$ cat config.mk
export PLATFORM = sky130hd
export DESIGN_NAME = timer16Top
export DESIGN_NICKNAME = d
export VERILOG_FILES = /design/src/timer16Pkg.sv /design/src/timer16Top.sv /design/src/timer16Irq.sv /design/src/timer16Compare.sv /design/src/timer16Counter.sv /design/src/timer16Regs.sv
export VERILOG_INCLUDE_DIRS = /design/src
export SDC_FILE = /design/constraint.sdc
export NUM_CORES = 1
export LEC_CHECK = 0
export ABC_CLOCK_PERIOD_IN_PS = 5100
export BUFFER_PORTS_ARGS = -buffer_cell sky130_fd_sc_hd__buf_2
export CAP_MARGIN = 20
export CORE_MARGIN = 5
export CORE_UTILIZATION = 53
export DETAILED_ROUTE_END_ITERATION = 7
export GPL_ROUTABILITY_DRIVEN = 0
export GPL_TIMING_DRIVEN = 0
export HOLD_SLACK_MARGIN = 0.15
export PLACE_DENSITY = 0.7
export SKIP_LAST_GASP = 1
export SLEW_MARGIN = 10
export SYNTH_ARGS = -nofsm -noshare
export SYNTH_HDL_FRONTEND = slang
export SYNTH_HIERARCHICAL = 1
export SYNTH_SLANG_ARGS = --single-unit
export TNS_END_PERCENT = 20
$ cat constraint.sdc
create_clock -name cp2 -period 5.1 [get_ports cp2]
set_input_delay 1.53 -clock cp2 [delete_from_list [all_inputs] [get_ports cp2]]
set_output_delay 1.53 -clock cp2 [all_outputs]
set_load 0.03 [all_outputs]
$ cat src/timer16_macros.svh
`ifndef TIMER16_MACROS_SVH
`define TIMER16_MACROS_SVH

// Widths
`define TMR_DATA_W 8
`define TMR_CNT_W 16
`define TMR_ADDR_W 4

// APB register offsets
`define TMR_TCCRA 4'h0
`define TMR_TCCRB 4'h1
`define TMR_TCNTL 4'h4
`define TMR_TCNTH 4'h5
`define TMR_OCRAL 4'h8
`define TMR_OCRAH 4'h9
`define TMR_OCRBL 4'hA
`define TMR_OCRBH 4'hB
`define TMR_TIFR 4'hC
`define TMR_TIMSK 4'hD

// Waveform generation modes
`define TMR_WGM_NORMAL 4'd0
`define TMR_WGM_CTC 4'd4
`define TMR_WGM_PWM8 4'd5
`define TMR_WGM_PWM10 4'd7

// TIFR and TIMSK bits
`define TMR_BIT_TOV 0
`define TMR_BIT_OCFA 1
`define TMR_BIT_OCFB 2

// TCCRB fields
`define TMR_BIT_RUN 0
`define TMR_WGMH_MSB 4
`define TMR_WGMH_LSB 3

// TCCRA fields
`define TMR_COMA_MSB 7
`define TMR_COMA_LSB 6
`define TMR_COMB_MSB 5
`define TMR_COMB_LSB 4
`define TMR_WGML_MSB 1
`define TMR_WGML_LSB 0

`endif
$ cat src/timer16Pkg.sv
`include "timer16_macros.svh"

package timer16Pkg;

	// APB master to slave
	typedef struct packed {
		logic                   psel;
		logic                   penable;
		logic                   pwrite;
		logic [`TMR_ADDR_W-1:0] paddr;
		logic [`TMR_DATA_W-1:0] pwdata;
	} apbReq_t;

	// APB slave to master
	typedef struct packed {
		logic [`TMR_DATA_W-1:0] prdata;
		logic                   pready;
		logic                   pslverr;
	} apbRsp_t;

	// 16-bit register seen as a word or as two bytes
	typedef union packed {
		logic [`TMR_CNT_W-1:0] word;
		struct packed {
			logic [`TMR_DATA_W-1:0] hi;
			logic [`TMR_DATA_W-1:0] lo;
		} bytes;
	} timerWord_u;

	typedef struct packed {
		logic                  valid;
		logic [`TMR_CNT_W-1:0] value;
	} cntWr_t;

	typedef struct packed {
		logic [`TMR_CNT_W-1:0] count;
		logic                  step;   // Tick cycle in a valid mode
		logic                  ovf;
		logic                  pwm;
	} cntStat_t;

	typedef struct packed {
		logic [3:0] wgm;
		logic       run;
		logic [1:0] comA;
		logic [1:0] comB;
	} tmrCtrl_t;

	// Bit order follows TIFR and TIMSK
	typedef struct packed {
		logic ocfB;
		logic ocfA;
		logic tov;
	} irqVec_t;

endpackage

$ cat src/timer16Top.sv
`timescale 1ns/1ps
`include "timer16_macros.svh"

module timer16Top (
	input  logic                cp2,
	input  logic                ireset,
	input  timer16Pkg::apbReq_t apbReq,
	output timer16Pkg::apbRsp_t apbRsp,
	input  logic                tick,
	output logic                ocA,
	output logic                ocAEn,
	output logic                ocB,
	output logic                ocBEn,
	output timer16Pkg::irqVec_t irq
);
	timer16Pkg::tmrCtrl_t ctrl;
	timer16Pkg::cntWr_t cntWr;
	timer16Pkg::cntWr_t ocrWrA;
	timer16Pkg::cntWr_t ocrWrB;
	timer16Pkg::irqVec_t flagClr;
	timer16Pkg::irqVec_t mask;
	timer16Pkg::irqVec_t flags;
	timer16Pkg::cntStat_t cntStat;
	logic [`TMR_CNT_W-1:0] ocrBufA;
	logic [`TMR_CNT_W-1:0] ocrBufB;
	logic [`TMR_CNT_W-1:0] ocrActA;   // CTC top
	logic matchA;
	logic matchB;

	timer16Regs regs (
		.cp2(cp2), .ireset(ireset), .apbReq(apbReq), .cntStat(cntStat),
		.ocrBufA(ocrBufA), .ocrBufB(ocrBufB), .flags(flags), .apbRsp(apbRsp),
		.ctrl(ctrl), .cntWr(cntWr), .ocrWrA(ocrWrA), .ocrWrB(ocrWrB),
		.flagClr(flagClr), .mask(mask)
	);

	timer16Counter counter (
		.cp2(cp2), .ireset(ireset), .ctrl(ctrl), .tick(tick), .cntWr(cntWr),
		.ocrA(ocrActA), .cntStat(cntStat)
	);

	timer16Compare cmpA (
		.cp2(cp2), .ireset(ireset), .cntStat(cntStat), .com(ctrl.comA), .ocrWr(ocrWrA),
		.cntWr(cntWr), .ocrBuf(ocrBufA), .ocrActive(ocrActA), .match(matchA),
		.oc(ocA), .ocEn(ocAEn)
	);

	timer16Compare cmpB (
		.cp2(cp2), .ireset(ireset), .cntStat(cntStat), .com(ctrl.comB), .ocrWr(ocrWrB),
		.cntWr(cntWr), .ocrBuf(ocrBufB), .ocrActive(), .match(matchB),
		.oc(ocB), .ocEn(ocBEn)
	);

	timer16Irq irqs (
		.cp2(cp2), .ireset(ireset), .ovf(cntStat.ovf), .matchA(matchA), .matchB(matchB),
		.flagClr(flagClr), .mask(mask), .flags(flags), .irq(irq)
	);

endmodule

$ cat src/timer16Irq.sv
`timescale 1ns/1ps

module timer16Irq (
	input  logic                cp2,
	input  logic                ireset,
	input  logic                ovf,
	input  logic                matchA,
	input  logic                matchB,
	input  timer16Pkg::irqVec_t flagClr,
	input  timer16Pkg::irqVec_t mask,
	output timer16Pkg::irqVec_t flags,
	output timer16Pkg::irqVec_t irq
);
	timer16Pkg::irqVec_t setEv;
	timer16Pkg::irqVec_t flagNext;

	always_comb begin
		setEv.tov = ovf;
		setEv.ocfA = matchA;
		setEv.ocfB = matchB;
	end

	// Set flags only clear on write-one, clear flags only take events
	always_comb begin
		flagNext = timer16Pkg::irqVec_t'((flags & ~flagClr) | (~flags & setEv));
	end

	always_ff @(posedge cp2 or negedge ireset) begin
		if (!ireset) begin
			flags <= '0;
		end else begin
			flags <= flagNext;
		end
	end

	assign irq = flags & mask;   // Level outputs

endmodule

$ cat src/timer16Compare.sv
`timescale 1ns/1ps
`include "timer16_macros.svh"

module timer16Compare (
	input  logic                  cp2,
	input  logic                  ireset,
	input  timer16Pkg::cntStat_t  cntStat,
	input  logic [1:0]            com,
	input  timer16Pkg::cntWr_t    ocrWr,
	input  timer16Pkg::cntWr_t    cntWr,
	output logic [`TMR_CNT_W-1:0] ocrBuf,
	output logic [`TMR_CNT_W-1:0] ocrActive,
	output logic                  match,
	output logic                  oc,
	output logic                  ocEn
);
	logic hit;
	logic atBottom;
	logic act;
	logic forceLow;

	assign hit = cntStat.count == ocrActive;
	assign atBottom = cntStat.count == '0;
	assign act = cntStat.step & ~cntWr.valid;   // TCNT write blocks the pin update
	assign match = cntStat.step & hit;   // Flag still fires on a blocked cycle
	assign ocEn = com != 2'b00;
	assign forceLow = ~ocEn | (cntStat.pwm & (com == 2'b01));

	always_ff @(posedge cp2 or negedge ireset) begin
		if (!ireset) begin
			ocrBuf <= '0;
		end else if (ocrWr.valid) begin
			ocrBuf <= ocrWr.value;
		end
	end

	// Immediate update in normal and CTC, double-buffered at bottom in PWM
	always_ff @(posedge cp2 or negedge ireset) begin
		if (!ireset) begin
			ocrActive <= '0;
		end else if (!cntStat.pwm && ocrWr.valid) begin
			ocrActive <= ocrWr.value;
		end else if (cntStat.pwm && act && atBottom) begin
			ocrActive <= ocrBuf;
		end
	end

	always_ff @(posedge cp2 or negedge ireset) begin
		if (!ireset) begin
			oc <= 1'b0;
		end else if (forceLow) begin
			oc <= 1'b0;
		end else if (act) begin
			if (!cntStat.pwm) begin
				if (hit) begin
					case (com)
						2'b01: oc <= ~oc;
						2'b10: oc <= 1'b0;
						default: oc <= 1'b1;
					endcase
				end
			end else if (hit) begin
				oc <= (com == 2'b11);   // Match wins over bottom
			end else if (atBottom) begin
				oc <= (com == 2'b10);
			end
		end
	end

	ocLowWhenOff: assert property (@(posedge cp2) disable iff (!ireset)
		(!ocEn && $past(!ocEn)) |-> !oc);

endmodule

$ cat src/timer16Counter.sv
`timescale 1ns/1ps
`include "timer16_macros.svh"

module timer16Counter (
	input  logic                  cp2,
	input  logic                  ireset,
	input  timer16Pkg::tmrCtrl_t  ctrl,
	input  logic                  tick,
	input  timer16Pkg::cntWr_t    cntWr,
	input  logic [`TMR_CNT_W-1:0] ocrA,
	output timer16Pkg::cntStat_t  cntStat
);
	logic [`TMR_CNT_W-1:0] count;
	logic [`TMR_CNT_W-1:0] top;
	logic modeOk;
	logic pwm;
	logic tickCyc;   // Would-be step, a load may still override it
	logic advance;
	logic ovf;

	always_comb begin
		top = '1;
		modeOk = 1'b1;
		pwm = 1'b0;
		case (ctrl.wgm)
			`TMR_WGM_NORMAL: top = '1;
			`TMR_WGM_CTC: top = ocrA;   // Active OCRA, not the buffer
			`TMR_WGM_PWM8: begin
				top = 16'h00FF;
				pwm = 1'b1;
			end
			`TMR_WGM_PWM10: begin
				top = 16'h03FF;
				pwm = 1'b1;
			end
			default: modeOk = 1'b0;   // Reserved modes hold
		endcase
	end

	assign tickCyc = ctrl.run & tick & modeOk;
	assign advance = tickCyc & ~cntWr.valid;

	// Overflow at top in PWM, at FFFF otherwise
	assign ovf = advance & (pwm ? (count == top) : (count == '1));

	always_ff @(posedge cp2 or negedge ireset) begin
		if (!ireset) begin
			count <= '0;
		end else if (cntWr.valid) begin
			count <= cntWr.value;
		end else if (advance) begin
			count <= (count == top) ? '0 : count + 1'b1;
		end
	end

	always_comb begin
		cntStat.count = count;
		cntStat.step = tickCyc;
		cntStat.ovf = ovf;
		cntStat.pwm = pwm;
	end

	// Fixed PWM tops, so only a load or a mode change can leave the count above top
	pwmBelowTop: assert property (@(posedge cp2) disable iff (!ireset)
		(pwm && tickCyc && count > top) |->
			$past(cntWr.valid) || $past(ctrl.wgm) != ctrl.wgm || $past(count) > top);

endmodule

$ cat src/timer16Regs.sv
`timescale 1ns/1ps
`include "timer16_macros.svh"

module timer16Regs (
	input  logic                  cp2,
	input  logic                  ireset,
	input  timer16Pkg::apbReq_t   apbReq,
	input  timer16Pkg::cntStat_t  cntStat,
	input  logic [`TMR_CNT_W-1:0] ocrBufA,
	input  logic [`TMR_CNT_W-1:0] ocrBufB,
	input  timer16Pkg::irqVec_t   flags,
	output timer16Pkg::apbRsp_t   apbRsp,
	output timer16Pkg::tmrCtrl_t  ctrl,
	output timer16Pkg::cntWr_t    cntWr,
	output timer16Pkg::cntWr_t    ocrWrA,
	output timer16Pkg::cntWr_t    ocrWrB,
	output timer16Pkg::irqVec_t   flagClr,
	output timer16Pkg::irqVec_t   mask
);
	logic access;
	logic wrAcc;
	logic rdAcc;
	logic mapped;
	logic [`TMR_DATA_W-1:0] hiLatch;   // Shared high byte for 16-bit access
	logic [`TMR_DATA_W-1:0] rdByte;
	timer16Pkg::timerWord_u wrWord;
	timer16Pkg::timerWord_u cntView;
	timer16Pkg::timerWord_u ocrViewA;
	timer16Pkg::timerWord_u ocrViewB;

	assign access = apbReq.psel & apbReq.penable;
	assign wrAcc = access & apbReq.pwrite;
	assign rdAcc = access & ~apbReq.pwrite;

	always_comb begin
		wrWord.bytes.hi = hiLatch;   // Low write completes the word
		wrWord.bytes.lo = apbReq.pwdata;
		cntView.word = cntStat.count;
		ocrViewA.word = ocrBufA;
		ocrViewB.word = ocrBufB;
	end

	always_comb begin
		cntWr.valid = wrAcc & (apbReq.paddr == `TMR_TCNTL);
		cntWr.value = wrWord.word;
		ocrWrA.valid = wrAcc & (apbReq.paddr == `TMR_OCRAL);
		ocrWrA.value = wrWord.word;
		ocrWrB.valid = wrAcc & (apbReq.paddr == `TMR_OCRBL);
		ocrWrB.value = wrWord.word;
		flagClr = '0;
		if (wrAcc && apbReq.paddr == `TMR_TIFR) begin
			flagClr.tov = apbReq.pwdata[`TMR_BIT_TOV];
			flagClr.ocfA = apbReq.pwdata[`TMR_BIT_OCFA];
			flagClr.ocfB = apbReq.pwdata[`TMR_BIT_OCFB];
		end
	end

	// Control and mask registers
	always_ff @(posedge cp2 or negedge ireset) begin
		if (!ireset) begin
			ctrl <= '0;
			mask <= '0;
		end else if (wrAcc) begin
			case (apbReq.paddr)
				`TMR_TCCRA: begin
					ctrl.comA <= apbReq.pwdata[`TMR_COMA_MSB:`TMR_COMA_LSB];
					ctrl.comB <= apbReq.pwdata[`TMR_COMB_MSB:`TMR_COMB_LSB];
					ctrl.wgm[1:0] <= apbReq.pwdata[`TMR_WGML_MSB:`TMR_WGML_LSB];
				end
				`TMR_TCCRB: begin
					ctrl.wgm[3:2] <= apbReq.pwdata[`TMR_WGMH_MSB:`TMR_WGMH_LSB];
					ctrl.run <= apbReq.pwdata[`TMR_BIT_RUN];
				end
				`TMR_TIMSK: begin
					mask.tov <= apbReq.pwdata[`TMR_BIT_TOV];
					mask.ocfA <= apbReq.pwdata[`TMR_BIT_OCFA];
					mask.ocfB <= apbReq.pwdata[`TMR_BIT_OCFB];
				end
				default: ;
			endcase
		end
	end

	always_ff @(posedge cp2 or negedge ireset) begin
		if (!ireset) begin
			hiLatch <= '0;
		end else if (rdAcc && apbReq.paddr == `TMR_TCNTL) begin
			hiLatch <= cntView.bytes.hi;   // Freeze high half for the TCNTH read
		end else if (wrAcc && (apbReq.paddr == `TMR_TCNTH || apbReq.paddr == `TMR_OCRAH ||
				apbReq.paddr == `TMR_OCRBH)) begin
			hiLatch <= apbReq.pwdata;
		end
	end

	// Readback mux, unimplemented bits stay 0
	always_comb begin
		mapped = 1'b1;
		rdByte = '0;
		case (apbReq.paddr)
			`TMR_TCCRA: begin
				rdByte[`TMR_COMA_MSB:`TMR_COMA_LSB] = ctrl.comA;
				rdByte[`TMR_COMB_MSB:`TMR_COMB_LSB] = ctrl.comB;
				rdByte[`TMR_WGML_MSB:`TMR_WGML_LSB] = ctrl.wgm[1:0];
			end
			`TMR_TCCRB: begin
				rdByte[`TMR_WGMH_MSB:`TMR_WGMH_LSB] = ctrl.wgm[3:2];
				rdByte[`TMR_BIT_RUN] = ctrl.run;
			end
			`TMR_TCNTL: rdByte = cntView.bytes.lo;
			`TMR_TCNTH: rdByte = hiLatch;
			`TMR_OCRAL: rdByte = ocrViewA.bytes.lo;
			`TMR_OCRAH: rdByte = ocrViewA.bytes.hi;
			`TMR_OCRBL: rdByte = ocrViewB.bytes.lo;
			`TMR_OCRBH: rdByte = ocrViewB.bytes.hi;
			`TMR_TIFR: begin
				rdByte[`TMR_BIT_TOV] = flags.tov;
				rdByte[`TMR_BIT_OCFA] = flags.ocfA;
				rdByte[`TMR_BIT_OCFB] = flags.ocfB;
			end
			`TMR_TIMSK: begin
				rdByte[`TMR_BIT_TOV] = mask.tov;
				rdByte[`TMR_BIT_OCFA] = mask.ocfA;
				rdByte[`TMR_BIT_OCFB] = mask.ocfB;
			end
			default: mapped = 1'b0;
		endcase
	end

	always_comb begin
		apbRsp.prdata = rdAcc ? rdByte : '0;
		apbRsp.pready = 1'b1;   // Zero wait states
		apbRsp.pslverr = access & ~mapped;
	end

	prdataIdle: assert property (@(posedge cp2) disable iff (!ireset)
		!(apbReq.psel && apbReq.penable && !apbReq.pwrite) |-> apbRsp.prdata == '0);

	slverrInAccess: assert property (@(posedge cp2) disable iff (!ireset)
		apbRsp.pslverr |-> apbReq.psel && apbReq.penable);

endmodule

==> qor.csv <==
stage,metric,value,unit
run_status,status,"finished, final reports clean",
layout,antenna_cells,0,
timing,fin_skew,0.007302,ns
layout,instances_no_fill,967,
worst_hold_path,hold_depth,1,
placed_design,post-place-ws,0.4329,ns
die,fp-row-count,42,
global_route,grt_pass1_wl,34700,um
pwr,p_leak,3.399,nW
setup_path,cp.required,3.57,ns
die,die_x,126.5,um
clock_network,cts_tree,done,
clock_network,cts_setup_buffers,0,
die,die_y,126.5,um
setup_path,critPathLaunchType,input port,
die,core-area,0.01330,mm2
pwr,p_per_area,296.2,mW/mm2
timing,setup_slack,0.3826,ns
placed_design,portBuffers,33,
setup_path,reg2reg_from,regs/ctrl[6],
drt,wirelength,22450,um
timing,fmax,212.0,MHz
timing,min_period,4.717,ns
synthesis,syn_area_per_cell,9.704,um2
synthesis,ys_warn_count,6,
clock_network,numCtsBuffers,9,
global_route,antenna_found_initial,0,
clock_network,cts_max_level,3,
setup_path,cp.arrival,3.19,ns
timing,relSlewSlack,54.63,%
synthesis,synth_top_cell_by_area,dfrtp_1,
layout,drive_gt1_share,24.53,%
synthesis,syn_area,0.007191,mm2
synthesis,netlist_instances,741,
placed_design,dp_cells,951,
synthesis,syn_nets,760,
synthesis,synthFlopType,dfrtp_1,
setup_path,end_kind,output port,
placed_design,hpwlAfterDp,15770,um
global_route,grt_pass1_vias,5942,
setup_path,rrSetupSlack,1.71,ns
synthesis,synth_edf_count,0,
timing,timing.hold.ws,0.4918,ns
drt,viasPerCell,6.362,
die,io_pins,35,
timing,period_share,92.50,%
synthesis,synth_cell_types,72,
clock_network,worstSkewPairLatency,0.37,ns
setup_path,cp_max_fo,10,
clock_network,ctsHoldBuffers,0,
timing,slew_violations,0,
layout,final_cell_mix,"dfrtp_1 (105), nand2_1 (62), mux2_2 (52), mux2i_1 (50), buf_4 (46)",
synthesis,ys_top_cells_by_area,"dfrtp_1 (37%), mux2_2 (8.1%), mux2i_1 (7.0%)",
drt,drc,0,
clock_network,cts.sinks,105,
drt,dr.pass1.iters,5,
pwr,ir_drop,0.2377,mV
clock_network,clockBufferDepth,2,
global_route,grt_max_degree,76,
layout,layout.nets,805,
timing,grt_setup_unrepaired,no,
global_route,gr-total-overflow,0,
setup_path,timing.rr.end,cmpA/ocrActive[10],
clock_network,clockRootBuffer,clkbuf_16,
worst_hold_path,min_to,irqs/flags[2],
run,maxCapViolations,0,
drt,ant_nets,0,
worst_hold_path,hold_class,reg -> reg,
drt,vias,6152,
clock_network,clk_pin_slew_worst_paths,0.07,ns
die,dieArea,0.01600,mm2
clock_network,cts_resized,0,
pwr,power.total,0.002339,W
global_route,grt_usage,28.36,%
synthesis,yosysTopAreaCellShare,36.54,%
synthesis,synth-seq-area-share,36.54,%
setup_path,r2r.worst_path.cells,14,
drt,wl_per_cell,23.22,um
layout,syn_to_final_growth,9.814,%
timing,setup_viol,0,
drt,drt-initial-drc-count,711,
timing,hold_violations,0,
setup_path,worstSetupPathType,in -> out,
timing,worstMarginPinSlew,0.6806,ns
worst_hold_path,hold_start,irqs/flags[2],
die,start_util,54.08,%
synthesis,synthArstFlopShare,100.0,%
synthesis,synth_seq_cells,105,
timing,tns,0,ns
layout,mostFrequentLayoutCell,dfrtp_1,
critical path, cell delays in order:
cell and delay (ns):
buf_2 0.13, buf_2 0.28, clkbuf_1 0.41, nand3b_1 0.21, o22ai_1 0.26, a21oi_1 0.07, nor2_1 0.09, buf_2 0.20
through the flow:
stage	utilization (%)	area, um2
after floorplan	-	7191
after detailed placement	57.24	7610
after global routing	59.39	7896
after global placement	56.98	7576
final	59.39	7896
after CTS	59.39	7896
layout make-up:
cell class              count  area (um2)
inverters                  22       82.58
repair buffers             34       198.9
multi-input cells         531        3918
plain buffers              83       563.0
clock buffers               9       225.2
clock inverters             7       61.31
fillers                  1178        5399
flip-flops and latches    105        2628
well taps                 176       220.2
kinds of logic (layout without fill, tap and decap cells):
family                   after synthesis  after routing  share of synthesized area [%]
XOR/XNOR                              36             36                          4.385
adder cells (fa/ha/maj)                1              1                         0.1740
buffers and inverters                105            155                          8.978
other                                  1              1                        0.05215
AND/OR/NAND/NOR                      241            241                          19.33
multiplexers                         113            113                          17.92
AO/OA/AOI/OAI                        139            139                          12.62
flip-flops                           105            105                          36.54
report_power, final:
group	switching [W]	internal [W]
registers	0.000203	0.000933
clock network	0.000347	0.000342
logic	0.000253	0.000261
sequential cells by signal, indices dropped and copies added, names as in the netlist:
register        flops
regs/mask           3
regs/ctrl           9
counter/count      16
cmpB/ocrActive     16
cmpA/ocrActive     16
cmpB/ocrBuf        16
cmpA/oc             1
cmpA/ocrBuf        16
cmpB/oc             1
irqs/flags          3
regs/hiLatch        8
how the worst max path moves through the flow:
| stage | startpoint | endpoint | slack, ns | cells after the start |
|---|---|---|---|---|
| 6_report | apbReq[11] | apbRsp[7] | 0.38 | 8 |
| 5_1_grt | apbReq[11] | apbRsp[8] | 0.26 | 8 |
| 4_1_cts | apbReq[11] | apbRsp[7] | 0.43 | 8 |
| 3_5_place_dp | apbReq[11] | apbRsp[7] | 0.43 | 8 |
| 3_3_place_gp | apbReq[11] | apbRsp[7] | 0.45 | 8 |
| 2_1_floorplan | apbReq[8] | apbRsp[9] | 0.54 | 6 |
routing by layer:
layer	routed length, um	global-route usage, %	vias to the layer above
met4	884	13.00	0
met5	0	0	-
met2	10230	43.12	311
met1	9206	38.11	3025
li1	-	-	2758
met3	2126	7.314	58
cell usage after synthesis (all sizes together), types with 3 or more instances:
master     n
a2111oi    7
nor3      13
nand4     11
mux2      58
nor4b      8
o31ai      3
or2        4
buf       61
nor2b     19
a31oi      3
a221o      7
clkbuf    22
mux4       5
a21o       5
and2       7
nand2b    11
or3        6
nor4bb     3
mux2i     50
nand2     62
nor2      37
a2bb2oi    5
a21oi     27
nor4      16
o21ai     47
a22o       3
inv       22
a32oi      3
nand3b     5
dfrtp    105
xor2      34
o22ai     11
nand3     12
a22oi      4
and3       6
or4       12
No activity file was read; power rests on OpenSTA's default activity.
